File: config.mk
export PLATFORM = sky130hd
export DESIGN_NAME = byte_buffer_top
export DESIGN_NICKNAME = d
export VERILOG_FILES = /design/src/logic/buf_pkg.sv /design/src/logic/fifo_wr_if.sv /design/src/logic/fifo.sv /design/src/logic/byte_packer.sv /design/src/logic/word_unpacker.sv /design/src/logic/byte_buffer_top.sv
export VERILOG_INCLUDE_DIRS = /design/src /design/src/logic
export SDC_FILE = /design/constraint.sdc
export NUM_CORES = 1
export LEC_CHECK = 0
export ABC_CLOCK_PERIOD_IN_PS = 4910
export BUFFER_PORTS_ARGS = -buffer_cell sky130_fd_sc_hd__buf_2
export CAP_MARGIN = 20
export CELL_PAD_IN_SITES_DETAIL_PLACEMENT = 1
export CELL_PAD_IN_SITES_GLOBAL_PLACEMENT = 2
export CORE_AREA = 2 2 124 126
export CTS_CLUSTER_DIAMETER = 40
export DETAILED_ROUTE_END_ITERATION = 8
export DIE_AREA = 0 0 126 128
export PLACE_DENSITY_LB_ADDON = 0.1
export SKIP_LAST_GASP = 1
export SYNTH_ARGS = -nofsm -noshare
export SYNTH_HDL_FRONTEND = slang
export SYNTH_SLANG_ARGS = --single-unit
File: constraint.sdc
create_clock -name clk -period 4.91 [get_ports clk]
set_clock_uncertainty 0.2 [all_clocks]
set_input_delay 1.473 -clock clk [delete_from_list [all_inputs] [get_ports clk]]
set_output_delay 1.473 -clock clk [all_outputs]
set_load 0.03 [all_outputs]
File: src/logic/buf_params.svh
`ifndef BUF_PARAMS_SVH
`define BUF_PARAMS_SVH

// Stream byte width
`define BUF_BYTE_W 8

// FIFO word width, holds two bytes
`define BUF_WORD_W 16

// FIFO entries
`define BUF_DEPTH 8

// Almost-full count, one below depth
`define BUF_AF_THRESHOLD 7

`endif

File: src/logic/buf_pkg.sv
`include "buf_params.svh"

package buf_pkg;

  // Byte view of one FIFO word, hi byte in the upper half
  typedef struct packed {
    logic [`BUF_BYTE_W-1:0] hi;  // Second byte of the pair
    logic [`BUF_BYTE_W-1:0] lo;  // First byte of the pair
  } buf_bytes_t;

  // One stored word, seen whole or as two bytes
  typedef union packed {
    logic [`BUF_WORD_W-1:0] word;   // As the FIFO stores it
    buf_bytes_t             bytes;  // As packer and unpacker see it
  } buf_word_u;

endpackage

File: src/logic/fifo_wr_if.sv
`timescale 1ns/1ps

interface fifo_wr_if;

  logic               wr_en;        // Write strobe
  buf_pkg::buf_word_u wr_data;      // Word to store
  logic               full;         // No free entry
  logic               almost_full;  // Count at or above threshold

  modport packer (
    output wr_en,
    output wr_data,
    input  full,
    input  almost_full
  );

  modport fifo (
    input  wr_en,
    input  wr_data,
    output full,
    output almost_full
  );

endinterface

File: src/logic/fifo.sv
`timescale 1ns/1ps
`include "buf_params.svh"

module fifo #(
  parameter int FIFO_DEPTH        = `BUF_DEPTH,
  parameter int FIFO_AF_THRESHOLD = `BUF_AF_THRESHOLD
) (
  input  logic               clk,
  input  logic               rst_n,
  fifo_wr_if.fifo            wr,
  input  logic               rd_en,
  output buf_pkg::buf_word_u rd_data,
  output logic               empty
);

  localparam int ADDR_W = (FIFO_DEPTH > 1) ? $clog2(FIFO_DEPTH) : 1;  // At least one bit
  localparam int CNT_W  = ADDR_W + 1;  // Must reach FIFO_DEPTH itself

  buf_pkg::buf_word_u mem [FIFO_DEPTH];  // Word storage
  logic [ADDR_W-1:0]  wr_ptr;            // Next slot to write
  logic [ADDR_W-1:0]  rd_ptr;            // Next slot to read
  logic [CNT_W-1:0]   count;             // Words held
  logic               wr_ok;             // Write accepted this cycle
  logic               rd_ok;             // Read accepted this cycle

  assign wr_ok = wr.wr_en;          // Packer never writes while full
  assign rd_ok = rd_en && !empty;   // Reads on empty ignored

  // Flags decoded from the count
  assign wr.full        = (count == CNT_W'(FIFO_DEPTH));
  assign wr.almost_full = (count >= CNT_W'(FIFO_AF_THRESHOLD));
  assign empty          = (count == '0);

  always_ff @(posedge clk or negedge rst_n) begin
    if (!rst_n) begin
      wr_ptr <= '0;
      rd_ptr <= '0;
      count  <= '0;
    end else begin
      if (wr_ok) begin
        wr_ptr <= (wr_ptr == ADDR_W'(FIFO_DEPTH - 1)) ? '0 : wr_ptr + 1'b1;  // Wrap at depth
      end
      if (rd_ok) begin
        rd_ptr <= (rd_ptr == ADDR_W'(FIFO_DEPTH - 1)) ? '0 : rd_ptr + 1'b1;  // Wrap at depth
      end
      case ({rd_ok, wr_ok})
        2'b10:   count <= count - 1'b1;  // Read only
        2'b01:   count <= count + 1'b1;  // Write only
        default: count <= count;         // Idle or both
      endcase
    end
  end

  // Storage and registered read port
  always_ff @(posedge clk) begin
    if (wr_ok) begin
      mem[wr_ptr] <= wr.wr_data;
    end
    if (rd_ok) begin
      rd_data <= mem[rd_ptr];  // Holds last word between reads
    end
  end

endmodule

File: src/logic/byte_packer.sv
`timescale 1ns/1ps
`include "buf_params.svh"

module byte_packer (
  input  logic                   clk,
  input  logic                   rst_n,
  input  logic [`BUF_BYTE_W-1:0] byte_in,
  input  logic                   byte_in_valid,
  fifo_wr_if.packer              wr,
  output logic                   overflow
);

  logic                   half_q;  // Lo byte waiting for its partner
  logic [`BUF_BYTE_W-1:0] lo_q;    // First byte of the pair
  logic                   pair_c;  // Second byte strobing now
  buf_pkg::buf_word_u     word_c;  // Assembled word

  assign pair_c = byte_in_valid && half_q;

  // New byte goes straight into the hi half
  always_comb begin
    word_c.bytes.lo = lo_q;
    word_c.bytes.hi = byte_in;
  end

  assign wr.wr_data = word_c;
  assign wr.wr_en   = pair_c && !wr.full;  // Same-cycle write, dropped when full

  always_ff @(posedge clk or negedge rst_n) begin
    if (!rst_n) begin
      half_q   <= 1'b0;
      overflow <= 1'b0;
    end else begin
      if (byte_in_valid) begin
        half_q <= !half_q;  // Back to empty-half after a pair
      end
      if (pair_c && wr.full) begin
        overflow <= 1'b1;  // Sticky until reset
      end
    end
  end

  always_ff @(posedge clk) begin
    if (byte_in_valid && !half_q) begin
      lo_q <= byte_in;  // Capture first byte
    end
  end

endmodule

File: src/logic/word_unpacker.sv
`timescale 1ns/1ps
`include "buf_params.svh"

module word_unpacker (
  input  logic                   clk,
  input  logic                   rst_n,
  input  logic                   out_en,
  output logic                   rd_en,
  input  buf_pkg::buf_word_u     rd_data,
  input  logic                   empty,
  output logic [`BUF_BYTE_W-1:0] byte_out,
  output logic                   byte_out_valid
);

  logic               pend_q;     // Word waiting on rd_data
  buf_pkg::buf_word_u hold_q;     // Word being emitted
  logic [1:0]         cnt_q;      // Bytes left in hold_q
  logic               hold_free;  // hold_q empty by next edge
  logic               load;       // Move rd_data into hold_q

  // Free if already empty or last byte leaves this cycle
  assign hold_free = out_en && (cnt_q == 2'd0 || cnt_q == 2'd1);
  assign load      = pend_q && hold_free;

  // Request lands on rd_data next edge and is loaded one cycle later,
  // so asking in the hi-byte cycle keeps words back to back
  assign rd_en = hold_free && !empty;

  assign byte_out_valid = out_en && (cnt_q != 2'd0);  // Frozen while out_en low
  assign byte_out       = (cnt_q == 2'd2) ? hold_q.bytes.lo : hold_q.bytes.hi;  // Lo first

  always_ff @(posedge clk or negedge rst_n) begin
    if (!rst_n) begin
      pend_q <= 1'b0;
      cnt_q  <= 2'd0;
    end else begin
      if (rd_en) begin
        pend_q <= 1'b1;  // New word arrives on rd_data
      end else if (load) begin
        pend_q <= 1'b0;  // Word taken, nothing behind it
      end
      if (load) begin
        cnt_q <= 2'd2;  // Fresh word, both bytes
      end else if (byte_out_valid) begin
        cnt_q <= cnt_q - 2'd1;
      end
    end
  end

  always_ff @(posedge clk) begin
    if (load) begin
      hold_q <= rd_data;
    end
  end

endmodule

File: src/logic/byte_buffer_top.sv
`timescale 1ns/1ps
`include "buf_params.svh"

module byte_buffer_top (
  input  logic                   clk,
  input  logic                   rst_n,
  input  logic [`BUF_BYTE_W-1:0] byte_in,
  input  logic                   byte_in_valid,
  input  logic                   out_en,
  output logic [`BUF_BYTE_W-1:0] byte_out,
  output logic                   byte_out_valid,
  output logic                   almost_full,
  output logic                   overflow
);

  fifo_wr_if          wr_bus ();  // Packer to FIFO
  logic               rd_en;      // Unpacker read strobe
  buf_pkg::buf_word_u rd_data;    // Registered FIFO output
  logic               empty;      // FIFO has no words

  assign almost_full = wr_bus.almost_full;  // Upstream warning

  byte_packer i_packer (
    .clk           (clk),
    .rst_n         (rst_n),
    .byte_in       (byte_in),
    .byte_in_valid (byte_in_valid),
    .wr            (wr_bus.packer),
    .overflow      (overflow)
  );

  fifo i_fifo (
    .clk     (clk),
    .rst_n   (rst_n),
    .wr      (wr_bus.fifo),
    .rd_en   (rd_en),
    .rd_data (rd_data),
    .empty   (empty)
  );

  word_unpacker i_unpacker (
    .clk            (clk),
    .rst_n          (rst_n),
    .out_en         (out_en),
    .rd_en          (rd_en),
    .rd_data        (rd_data),
    .empty          (empty),
    .byte_out       (byte_out),
    .byte_out_valid (byte_out_valid)
  );

endmodule

==> flow_metrics.tcl, run 1 <==
set metrics [dict create \
    setup-violations-final 0 \
    ys_dominant_reg_cell "sky130_fd_sc_hd__edfxtp_1" \
    critical_path_required_ns 3.24 \
    hold_path.class "register to register" \
    grt_start_max_net_pins 35 \
    synth_simple_gate_area_share_pct 2.50 \
    antenna-diode-count 0 \
    regToRegStartpoint "i_unpacker.cnt_q[0]" \
    finalWorstSetupSlack_ns 1.15 \
    synthesized_area_fraction_occupied_by_ao_oa_aoi_and_oai_cells_pct 1.29 \
    final_cell_count_no_fill 566 \
    htree_num_levels 4 \
    route.detailed.drc 0 \
    switching_power_uw 1400 \
    synth.ff_latch_count 183 \
    timing.critical_path.arrival_ns 2.09 \
    drt.antenna.violating_nets 0 \
    irDropWorstVdd_uv 304 \
    min-delay-start "i_fifo.rd_data[10]" \
    portBuffers 22 \
    grt_busiest_layer "met2" \
    wire_per_inst_um 22.2 \
    timing.critical_path.fanout_max 4 \
    class_of_the_most_critical_setup_path "primary input to primary output" \
    die-height_um 128 \
    layout.nets 390 \
    globalplace.congestion 0.689 \
    seq_power_share_pct 46.6 \
    core_region_area_um2 14900 \
    synth-warning-count 0 \
    tns_ns 0 \
    wire_length_of_the_first_global_routing_pass_um 20000 \
    floorplan.die_area_um2 16100 \
    cts_hold_buffers 0 \
    overall_via_count_from_detail_route 3197 \
    cts_made_buffers 17 \
    clock_latency_ns 0.42 \
    timing_hold_violations_final 0 \
    slew_at_the_pin_with_the_worst_max_slew_slack_ns 0.974 \
    dpl_worst_slack_ns 1.05 \
    whs_path_depth 0 \
    clock-sinks 183 \
    post_drt_via_cell_ratio 5.65 \
    clock_tree_root "sky130_fd_sc_hd__clkbuf_16" \
    routed_wirelength_um 12600 \
    clock_power_share_pct 29.6 \
    synth.distinct_cells 39 \
    r2r_cells 11 \
    synth_async_sr_flop_share_pct 8.20 \
    share_comb_of_total_power_pct 23.8 \
    slew_headroom_pct 35.0 \
    yosysSeqAreaShare_pct 75.6 \
    first_global_vias 3386 \
    design.portCount 23 \
    clk_transition_reported_paths_ns 0.06 \
    multiInputGateArea_um2 1660 \
    grt_met2_usage_pct 27.3 \
    critPathLaunchType "primary input" \
    power_density_nw_per_um2 611 \
    post-dp-hpwl_um 7560 \
    row_count 45 \
    die_x_um 126 \
    unrepaired_setup_endpoints_after_global_routing "false" \
    switching_share_pct 28.0 \
    synth-adder-area-share_pct 2.02 \
    fin_crit_sh_pct 76.6 \
    regToRegSetupSlack_ns 1.70 \
    final-max-slew-violation-count 0 \
    cellLeakagePower_uw 0.00281 \
    drv_cap 0 \
    timing.fmax_mhz 266 \
    layout_cell_share_with_drive_strength_beyond_1_pct 26.5 \
    synth_nets 350 \
    synth-xor-area-share_pct 0.489 \
    postSynthCellCount 327 \
    critPathCaptureType "primary output" \
    syn2layout_area_growth_pct 14.0 \
    fill_cells 1298 \
    cts_setup_buffers 0 \
    edff_count_synth 168 \
    drt_iter0_drc 159 \
    detail_route.first_pass.iterations 5 \
    cts_resized 0 \
    post-place-cells 536 \
    synth_top_family_by_area "multiplexers" \
    grt.met1_usage_pct 23.6 \
    globalRoute.totalOverflow 0 \
    antenna_found_initial 0 \
    layout_min_cycle_time_ns 3.76 \
    grtUsageTotal_pct 17.2 \
    total_power_uw 4990 \
    critical_path.startpoint "out_en" \
    synth.mux.area_fraction_pct 16.4 \
    cts_buffer_depth 2 \
    status "finished clean" \
    hold_end "i_unpacker.hold_q[10]" \
    cts_tree "done" \
    intPower_uw 3590 \
    initial_core_util_pct 48.2 \
    hold_ws_ns 0.218 \
    area.sequential_um2 5420 \
    rr_endpoint "i_fifo.count[3]" \
    grtUsageMet3_pct 3.88 \
    syn_area_um2 7170 \
    avgSynthCellArea_um2 21.9 \
]
-- worst max path at each step --
stage                                  to  slack, ns
after CTS                  byte_out_valid       1.14
after detailed placement  i_fifo.count[3]       1.05
after global placement    i_fifo.count[3]       1.16
final                      byte_out_valid       1.15
after global routing       byte_out_valid       1.08
after floorplan           i_fifo.count[3]       0.59
-- Yosys cell counts (4+ instances only) --
cell	count	share of area [%]
sky130_fd_sc_hd__edfxtp_1	168	70
sky130_fd_sc_hd__mux2_2	30	4.7
sky130_fd_sc_hd__mux4_1	29	11
sky130_fd_sc_hd__dfrtp_1	15	5.2
sky130_fd_sc_hd__ha_1	10	1.7
sky130_fd_sc_hd__nor2_1	9	0.47
sky130_fd_sc_hd__inv_1	8	0.42
sky130_fd_sc_hd__clkbuf_1	5	0.26
sky130_fd_sc_hd__nor3_1	5	0.35
sky130_fd_sc_hd__nand2_1	4	0.21
-- final cells by class --
class | count | share of cell area [%]
Timing Repair Buffer | 33 | 2.36
Inverter | 8 | 0.367
Clock buffer | 20 | 5.34
Clock inverter | 10 | 2.46
Multi-Input combinational cell | 124 | 20.3
Tap cell | 188 | 2.88
Sequential cell | 183 | 66.3
-- power by group through the flow --
stage               combinational (µW)  clock, µW  sequential, µW
detailed placement                1200          0            2370
CTS                               1210       1510            2340
global placement                  1170          0            2340
global route                      1300       1570            2370
finish                            1190       1480            2330
floorplan                          999          0            2200
-- layer usage --
metal | share of wire [%] | routed length (µm)
met4 | 1.5 | 185
met5 | 0 | 0
met2 | 50 | 6230
met1 | 46 | 5760
met3 | 3.2 | 404
-- per-stage QoR --
stage	cell area [µm²]	util, %
3_3_place_gp	7530	50.7
5_1_grt	8170	55.0
4_1_cts	8170	55.0
6_report	8170	55.0
3_5_place_dp	7530	50.7
2_1_floorplan	7170	-
-- logic make-up after synthesis --
kind of cell    Yosys count
compound gates           13
xor+xnor                  4
fa+ha+maj                11
buf+inv                  20
flops                   183
mux                      63
simple gates             33
-- state kept, by name, summed over array words and instances (netlist names) --
signal / flops
i_unpacker.hold_q: 16
i_fifo.rd_ptr: 3
i_fifo.rd_data: 16
i_fifo.mem: 128
i_packer.overflow: 1
i_unpacker.pend_q: 1
i_packer.lo_q: 8
i_fifo.count: 4
i_unpacker.cnt_q: 2
i_fifo.wr_ptr: 3
i_packer.half_q: 1
-- layout by cell type (no fill, tap or decap), types with 2 or more instances in the layout --
cell type                     n
sky130_fd_sc_hd__a21oi_1      2
sky130_fd_sc_hd__buf_2       22
sky130_fd_sc_hd__buf_4       11
sky130_fd_sc_hd__bufinv_16    6
sky130_fd_sc_hd__clkbuf_1     3
sky130_fd_sc_hd__clkbuf_16   17
sky130_fd_sc_hd__clkinv_1     2
sky130_fd_sc_hd__dfrtp_1     14
sky130_fd_sc_hd__edfxtp_1   168
sky130_fd_sc_hd__ha_1        10
sky130_fd_sc_hd__inv_1        8
sky130_fd_sc_hd__mux2_2      30
sky130_fd_sc_hd__mux4_1      29
sky130_fd_sc_hd__mux4_2       3
sky130_fd_sc_hd__nand2_1      4
sky130_fd_sc_hd__nand2b_1     2
sky130_fd_sc_hd__nand3_1      2
sky130_fd_sc_hd__nor2_1       9
sky130_fd_sc_hd__nor2b_1      3
sky130_fd_sc_hd__nor3_2       4
sky130_fd_sc_hd__o211ai_1     2
sky130_fd_sc_hd__o21ai_0      3
sky130_fd_sc_hd__xnor2_1      3
-- worst max-delay path: stages --
cell and delay, ns:
sky130_fd_sc_hd__buf_2 0.08, sky130_fd_sc_hd__nor2b_1 0.27, sky130_fd_sc_hd__buf_2 0.26
Power figures use the tool's default switching activity.
==> inputs of run 2 (changes only) <==
ABC_CLOCK_PERIOD_IN_PS = 3930   (was 4910)
clock period = 3.93 ns   (was 4.91 ns; I/O delays follow)
==> flow_metrics.tcl, run 2 (same netlist as run 1, synthesis figures left out) <==
set metrics [dict create \
    crit_chain "inv_1 -> ha_1 -> mux2_2 -> buf_2" \
    timing_hold_violations_final 0 \
    cts_resized 0 \
    area.sequential_um2 5420 \
    clock_latency_ns 0.42 \
    clock-sinks 183 \
    timing.fmax_mhz 310 \
    timing.critical_path.arrival_ns 1.85 \
    mostFrequentLayoutCell "sky130_fd_sc_hd__edfxtp_1" \
    overall_via_count_from_detail_route 3213 \
    critical_path_required_ns 2.55 \
    critPathLaunchType "register" \
    cts_setup_buffers 0 \
    cts_hold_buffers 0 \
    drt_iter0_drc 151 \
    crit_path_max_incr_delay_ns 0.41 \
    grtUsageTotal_pct 17.0 \
    setup-violations-final 0 \
    layout_min_cycle_time_ns 3.23 \
    timing.critical_path.fanout_max 8 \
    critical-path-slowest-cell "sky130_fd_sc_hd__dfrtp_1" \
    drv_cap 0 \
    critical_path.startpoint "i_unpacker.cnt_q[0]" \
    largest_registers "i_fifo.mem: 128 flops, i_fifo.rd_data: 16 flops, i_unpacker.hold_q: 16 flops" \
    regToRegSetupSlack_ns 0.72 \
    total_power_uw 6020 \
    min-delay-start "i_fifo.rd_data[14]" \
    die-height_um 128 \
    globalRoute.totalOverflow 0 \
    initial_core_util_pct 48.2 \
    post_drt_via_cell_ratio 5.62 \
    grt_start_max_net_pins 36 \
    multiInputGateArea_um2 1660 \
    wire_per_inst_um 22.2 \
    cts_tree "done" \
    detail_route.first_pass.iterations 6 \
    wire_length_of_the_first_global_routing_pass_um 19700 \
    fill_cells 1311 \
    drt.antenna.violating_nets 0 \
    first_global_vias 3318 \
    hold_ws_ns 0.219 \
    layout_cell_share_with_drive_strength_beyond_1_pct 28.4 \
    floorplan.die_area_um2 16100 \
    syn2layout_area_growth_pct 13.4 \
    irDropWorstVdd_uv 392 \
    row_count 45 \
    regToRegStartpoint "i_fifo.count[0]" \
    cts_made_buffers 17 \
    antenna_found_initial 0 \
    largest_register_ff_count 128 \
    clock_tree_root "sky130_fd_sc_hd__clkbuf_16" \
    core_region_area_um2 14900 \
    hold_end "i_unpacker.hold_q[14]" \
    slew_headroom_pct 38.9 \
    critPathCaptureType "primary output" \
    final_core_utilization_pct 54.7 \
    clk_transition_reported_paths_ns 0.06 \
    r2r_cells 9 \
    top_family_by_delay_on_critical_path "flip-flops" \
    whs_path_depth 0 \
    mostFrequentLayoutCells "168 x sky130_fd_sc_hd__edfxtp_1, 30 x sky130_fd_sc_hd__mux2_2, 29 x sky130_fd_sc_hd__mux4_1" \
    antenna-diode-count 0 \
    die_x_um 126 \
    portBuffers 22 \
    final-max-slew-violation-count 0 \
    route.detailed.drc 0 \
    layout.nets 394 \
    power_density_nw_per_um2 741 \
    tns_ns 0 \
    status "finished clean" \
    cts_buffer_depth 2 \
    design.portCount 23 \
    unrepaired_setup_endpoints_after_global_routing "false" \
    slew_at_the_pin_with_the_worst_max_slew_slack_ns 0.916 \
    globalplace.congestion 0.675 \
    hold_path.class "register to register" \
    class_of_the_most_critical_setup_path "register to primary output" \
    post-dp-hpwl_um 7450 \
    htree_num_levels 4 \
    registers.top_by_ff_count "i_fifo.mem" \
    routed_wirelength_um 12700 \
    cellLeakagePower_uw 0.00280 \
    fin_crit_sh_pct 82.1 \
    rr_endpoint "i_fifo.count[3]" \
    worstPathBufferInverterCount 2 \
]
## run 2: per-stage QoR
step / cells / cell area [µm²] / setup WS, ns
2_1_floorplan: 327 / 7170 / 0.207
5_1_grt: 572 / 8130 / 0.408
3_3_place_gp: 540 / 7570 / 0.521
4_1_cts: 572 / 8130 / 0.642
6_report: 572 / 8130 / 0.703
3_5_place_dp: 540 / 7570 / 0.362
## run 2: how the worst max path moves through the flow
| stage | end | depth (start not counted) | slack [ns] |
|---|---|---|---|
| after floorplan | i_fifo.count[3] | 9 | 0.21 |
| after global placement | i_fifo.count[3] | 10 | 0.52 |
| after detailed placement | i_fifo.count[3] | 10 | 0.36 |
| after CTS | byte_out[1] | 4 | 0.64 |
| after global routing | i_fifo.count[3] | 11 | 0.41 |
| final | byte_out[1] | 4 | 0.70 |
## run 2: layout make-up
| class | instances | share of cell area [%] |
|---|---|---|
| inverter | 8 | 0.370 |
| multi-input combinational | 124 | 20.4 |
| clock buffer | 18 | 5.28 |
| tap | 188 | 2.89 |
| timing repair buffer | 37 | 2.74 |
| sequential | 183 | 66.7 |
| clock inverter | 14 | 1.62 |
## run 2: power breakdown
part | total (µW) | switching [µW] | internal, µW
clock network | 1620 | 695 | 929
registers | 2790 | 216 | 2580
logic | 1600 | 860 | 745
total | 6020 | 1770 | 4250
## run 2: routing by layer
metal | vias to the layer above | track usage [%] | part of all wire [%]
li1 | 1447 | - | -
met5 | - | 0 | 0
met4 | 0 | 6.53 | 1.5
met1 | 1697 | 23.4 | 46
met3 | 14 | 3.42 | 2.7
met2 | 55 | 27.1 | 50
==> inputs of run 3 (changes only) <==
ABC_CLOCK_PERIOD_IN_PS = 3100   (was 3930)
clock period = 3.1 ns   (was 3.93 ns; I/O delays follow)
==> flow_metrics.tcl, run 3 (same netlist as run 1, synthesis figures left out) <==
set metrics [dict create \
    hold_ws_ns 0.218 \
    worstPathBufferInverterCount 2 \
    detail_route.first_pass.iterations 4 \
    grt_start_max_net_pins 36 \
    grt_met2_usage_pct 27.3 \
    clk_transition_reported_paths_ns 0.06 \
    largest_registers "i_fifo.mem: 128 flops, i_fifo.rd_data: 16 flops, i_unpacker.hold_q: 16 flops" \
    cp_num_cells 9 \
    route.detailed.drc 0 \
    setup-violations-final 0 \
    routed_wirelength_um 13100 \
    placed_cell_area_um2 7630 \
    overall_via_count_from_detail_route 3232 \
    grt_busiest_layer "met2" \
    drt_iter0_drc 218 \
    layout.nets 399 \
    grtUsageMet3_pct 3.67 \
    status "finished clean" \
    cts_made_buffers 17 \
    fin_crit_sh_pct 93.7 \
    drv_cap 0 \
    share_comb_of_total_power_pct 28.7 \
    row_count 45 \
    power_density_nw_per_um2 940 \
    layout_cell_share_with_drive_strength_beyond_1_pct 28.5 \
    wire_per_inst_um 22.7 \
    clock_power_share_pct 25.8 \
    largest_register_ff_count 128 \
    critPathCaptureType "register" \
    antenna-diode-count 0 \
    critPathLaunchType "register" \
    design.portCount 23 \
    portBuffers 22 \
    timing.critical_path.arrival_ns 3.00 \
    switching_share_pct 29.9 \
    clock_tree_root "sky130_fd_sc_hd__clkbuf_16" \
    htree_num_levels 4 \
    registers.top_by_ff_count "i_fifo.mem" \
    slew_headroom_pct 69.3 \
    cts_buffer_depth 2 \
    hold_path.class "primary input to async pin" \
    slew_at_the_pin_with_the_worst_max_slew_slack_ns 0.461 \
    antenna_found_initial 0 \
    initial_core_util_pct 48.2 \
    globalplace.congestion 0.724 \
    switching_power_uw 2300 \
    clock_latency_ns 0.43 \
    grtUsageTotal_pct 17.5 \
    cts_tree "done" \
    mostFrequentLayoutCell "sky130_fd_sc_hd__edfxtp_1" \
    syn2layout_area_growth_pct 14.0 \
    post-dp-hpwl_um 7660 \
    die_x_um 126 \
    seq_power_share_pct 45.4 \
    timing_hold_violations_final 0 \
    cellLeakagePower_uw 0.00281 \
    grt.met1_usage_pct 24.5 \
    tns_ns 0 \
    layout.cell_area.non_filler_um2 8170 \
    clock-sinks 183 \
    critical_path_required_ns 3.20 \
    intPower_uw 5380 \
    die-height_um 128 \
    unrepaired_setup_endpoints_after_global_routing "false" \
    drt.antenna.violating_nets 0 \
    mostFrequentLayoutCells "168 x sky130_fd_sc_hd__edfxtp_1, 30 x sky130_fd_sc_hd__mux2_2, 29 x sky130_fd_sc_hd__mux4_1" \
    fill_cells 1293 \
    total_power_uw 7680 \
    critical-path-slowest-cell "sky130_fd_sc_hd__or4b_4" \
    layout_min_cycle_time_ns 2.90 \
    wire_length_of_the_first_global_routing_pass_um 20100 \
    first_global_vias 3364 \
    class_of_the_most_critical_setup_path "register to register" \
    timing.fmax_mhz 344 \
    crit_path_max_incr_delay_ns 0.60 \
    final_cell_count_no_fill 577 \
    globalRoute.totalOverflow 0 \
    post_drt_via_cell_ratio 5.60 \
    core_region_area_um2 14900 \
    irDropWorstVdd_uv 425 \
    top_family_by_delay_on_critical_path "simple AND/OR/NAND/NOR gates" \
    final-max-slew-violation-count 0 \
    crit_chain "or4b_4 -> nand3_2 -> inv_1 -> ha_1 -> inv_1 -> ha_1 -> or4_1 -> o211ai_1 -> o211ai_1" \
    floorplan.die_area_um2 16100 \
    timing.critical_path.fanout_max 6 \
    r2r_cells 9 \
    post-place-cells 545 \
]
==> run 3: cell count changes in the layout (fill, tap and decap cells not counted), moves of 2 or more <==
cell | before | now
sky130_fd_sc_hd__clkinv_1 | 1 | 3
sky130_fd_sc_hd__clkinvlp_4 | 2 | 4
sky130_fd_sc_hd__clkinv_2 | 7 | 1
sky130_fd_sc_hd__clkbuf_1 | 1 | 3
sky130_fd_sc_hd__buf_4 | 15 | 19
==> run 3: final cells by class <==
| cell class | instances | area [µm²] | share of cell area (%) |
|---|---|---|---|
| clock inverters | 12 | 103 | 1.26 |
| multi-input cells | 124 | 1670 | 20.5 |
| well taps | 188 | 235 | 2.88 |
| repair buffers | 42 | 273 | 3.34 |
| flip-flops and latches | 183 | 5420 | 66.3 |
| inverters | 8 | 30.0 | 0.367 |
| clock buffers | 20 | 437 | 5.34 |
==> run 3: routing by layer <==
metal	vias up	share of wire (%)
met4	0	1.8
met5	-	0
met3	19	2.4
met2	54	48
li1	1456	-
met1	1703	48
==> run 3: power by group through the flow <==
stage               sequential [µW]  clock [µW]  combinational, µW
floorplan                      3490           0               1590
detailed placement             3550           0               2230
global route                   3540        2120               2410
finish                         3490        1980               2210
CTS                            3500        2020               2240
global placement               3510           0               2160
==> run 3: stage by stage <==
stage | utilization [%] | setup slack (ns)
after floorplan | - | -0.193
after global placement | 51.3 | 0.145
after detailed placement | 51.3 | 0.0331
after CTS | 55.0 | 0.0470
after global routing | 55.0 | 0.0528
final | 55.0 | 0.196
==> run 3: what timing repair did <==
| item | CTS | global route |
|---|---|---|
| setup buffers | 0 | 0 |
| endpoints found under the setup margin | 0 | 4 |
| hold endpoints to repair | 0 | 0 |
| resized for setup | 0 | 1 |
| hold buffers | 0 | 0 |
==> run 3: worst paths after layout <==
check,startpoint,to,slack [ns]
setup / recovery,i_fifo.count[1],i_fifo.count[3],0.20
hold / removal,rst_n,i_fifo.count[0],0.22
setup reg to reg,i_fifo.count[1],i_fifo.count[3],0.20
hold reg to reg,i_fifo.rd_data[4],i_unpacker.hold_q[4],0.22
max in group asynchronous,rst_n,i_packer.half_q,2.21
min in group clk,i_fifo.rd_data[4],i_unpacker.hold_q[4],0.22
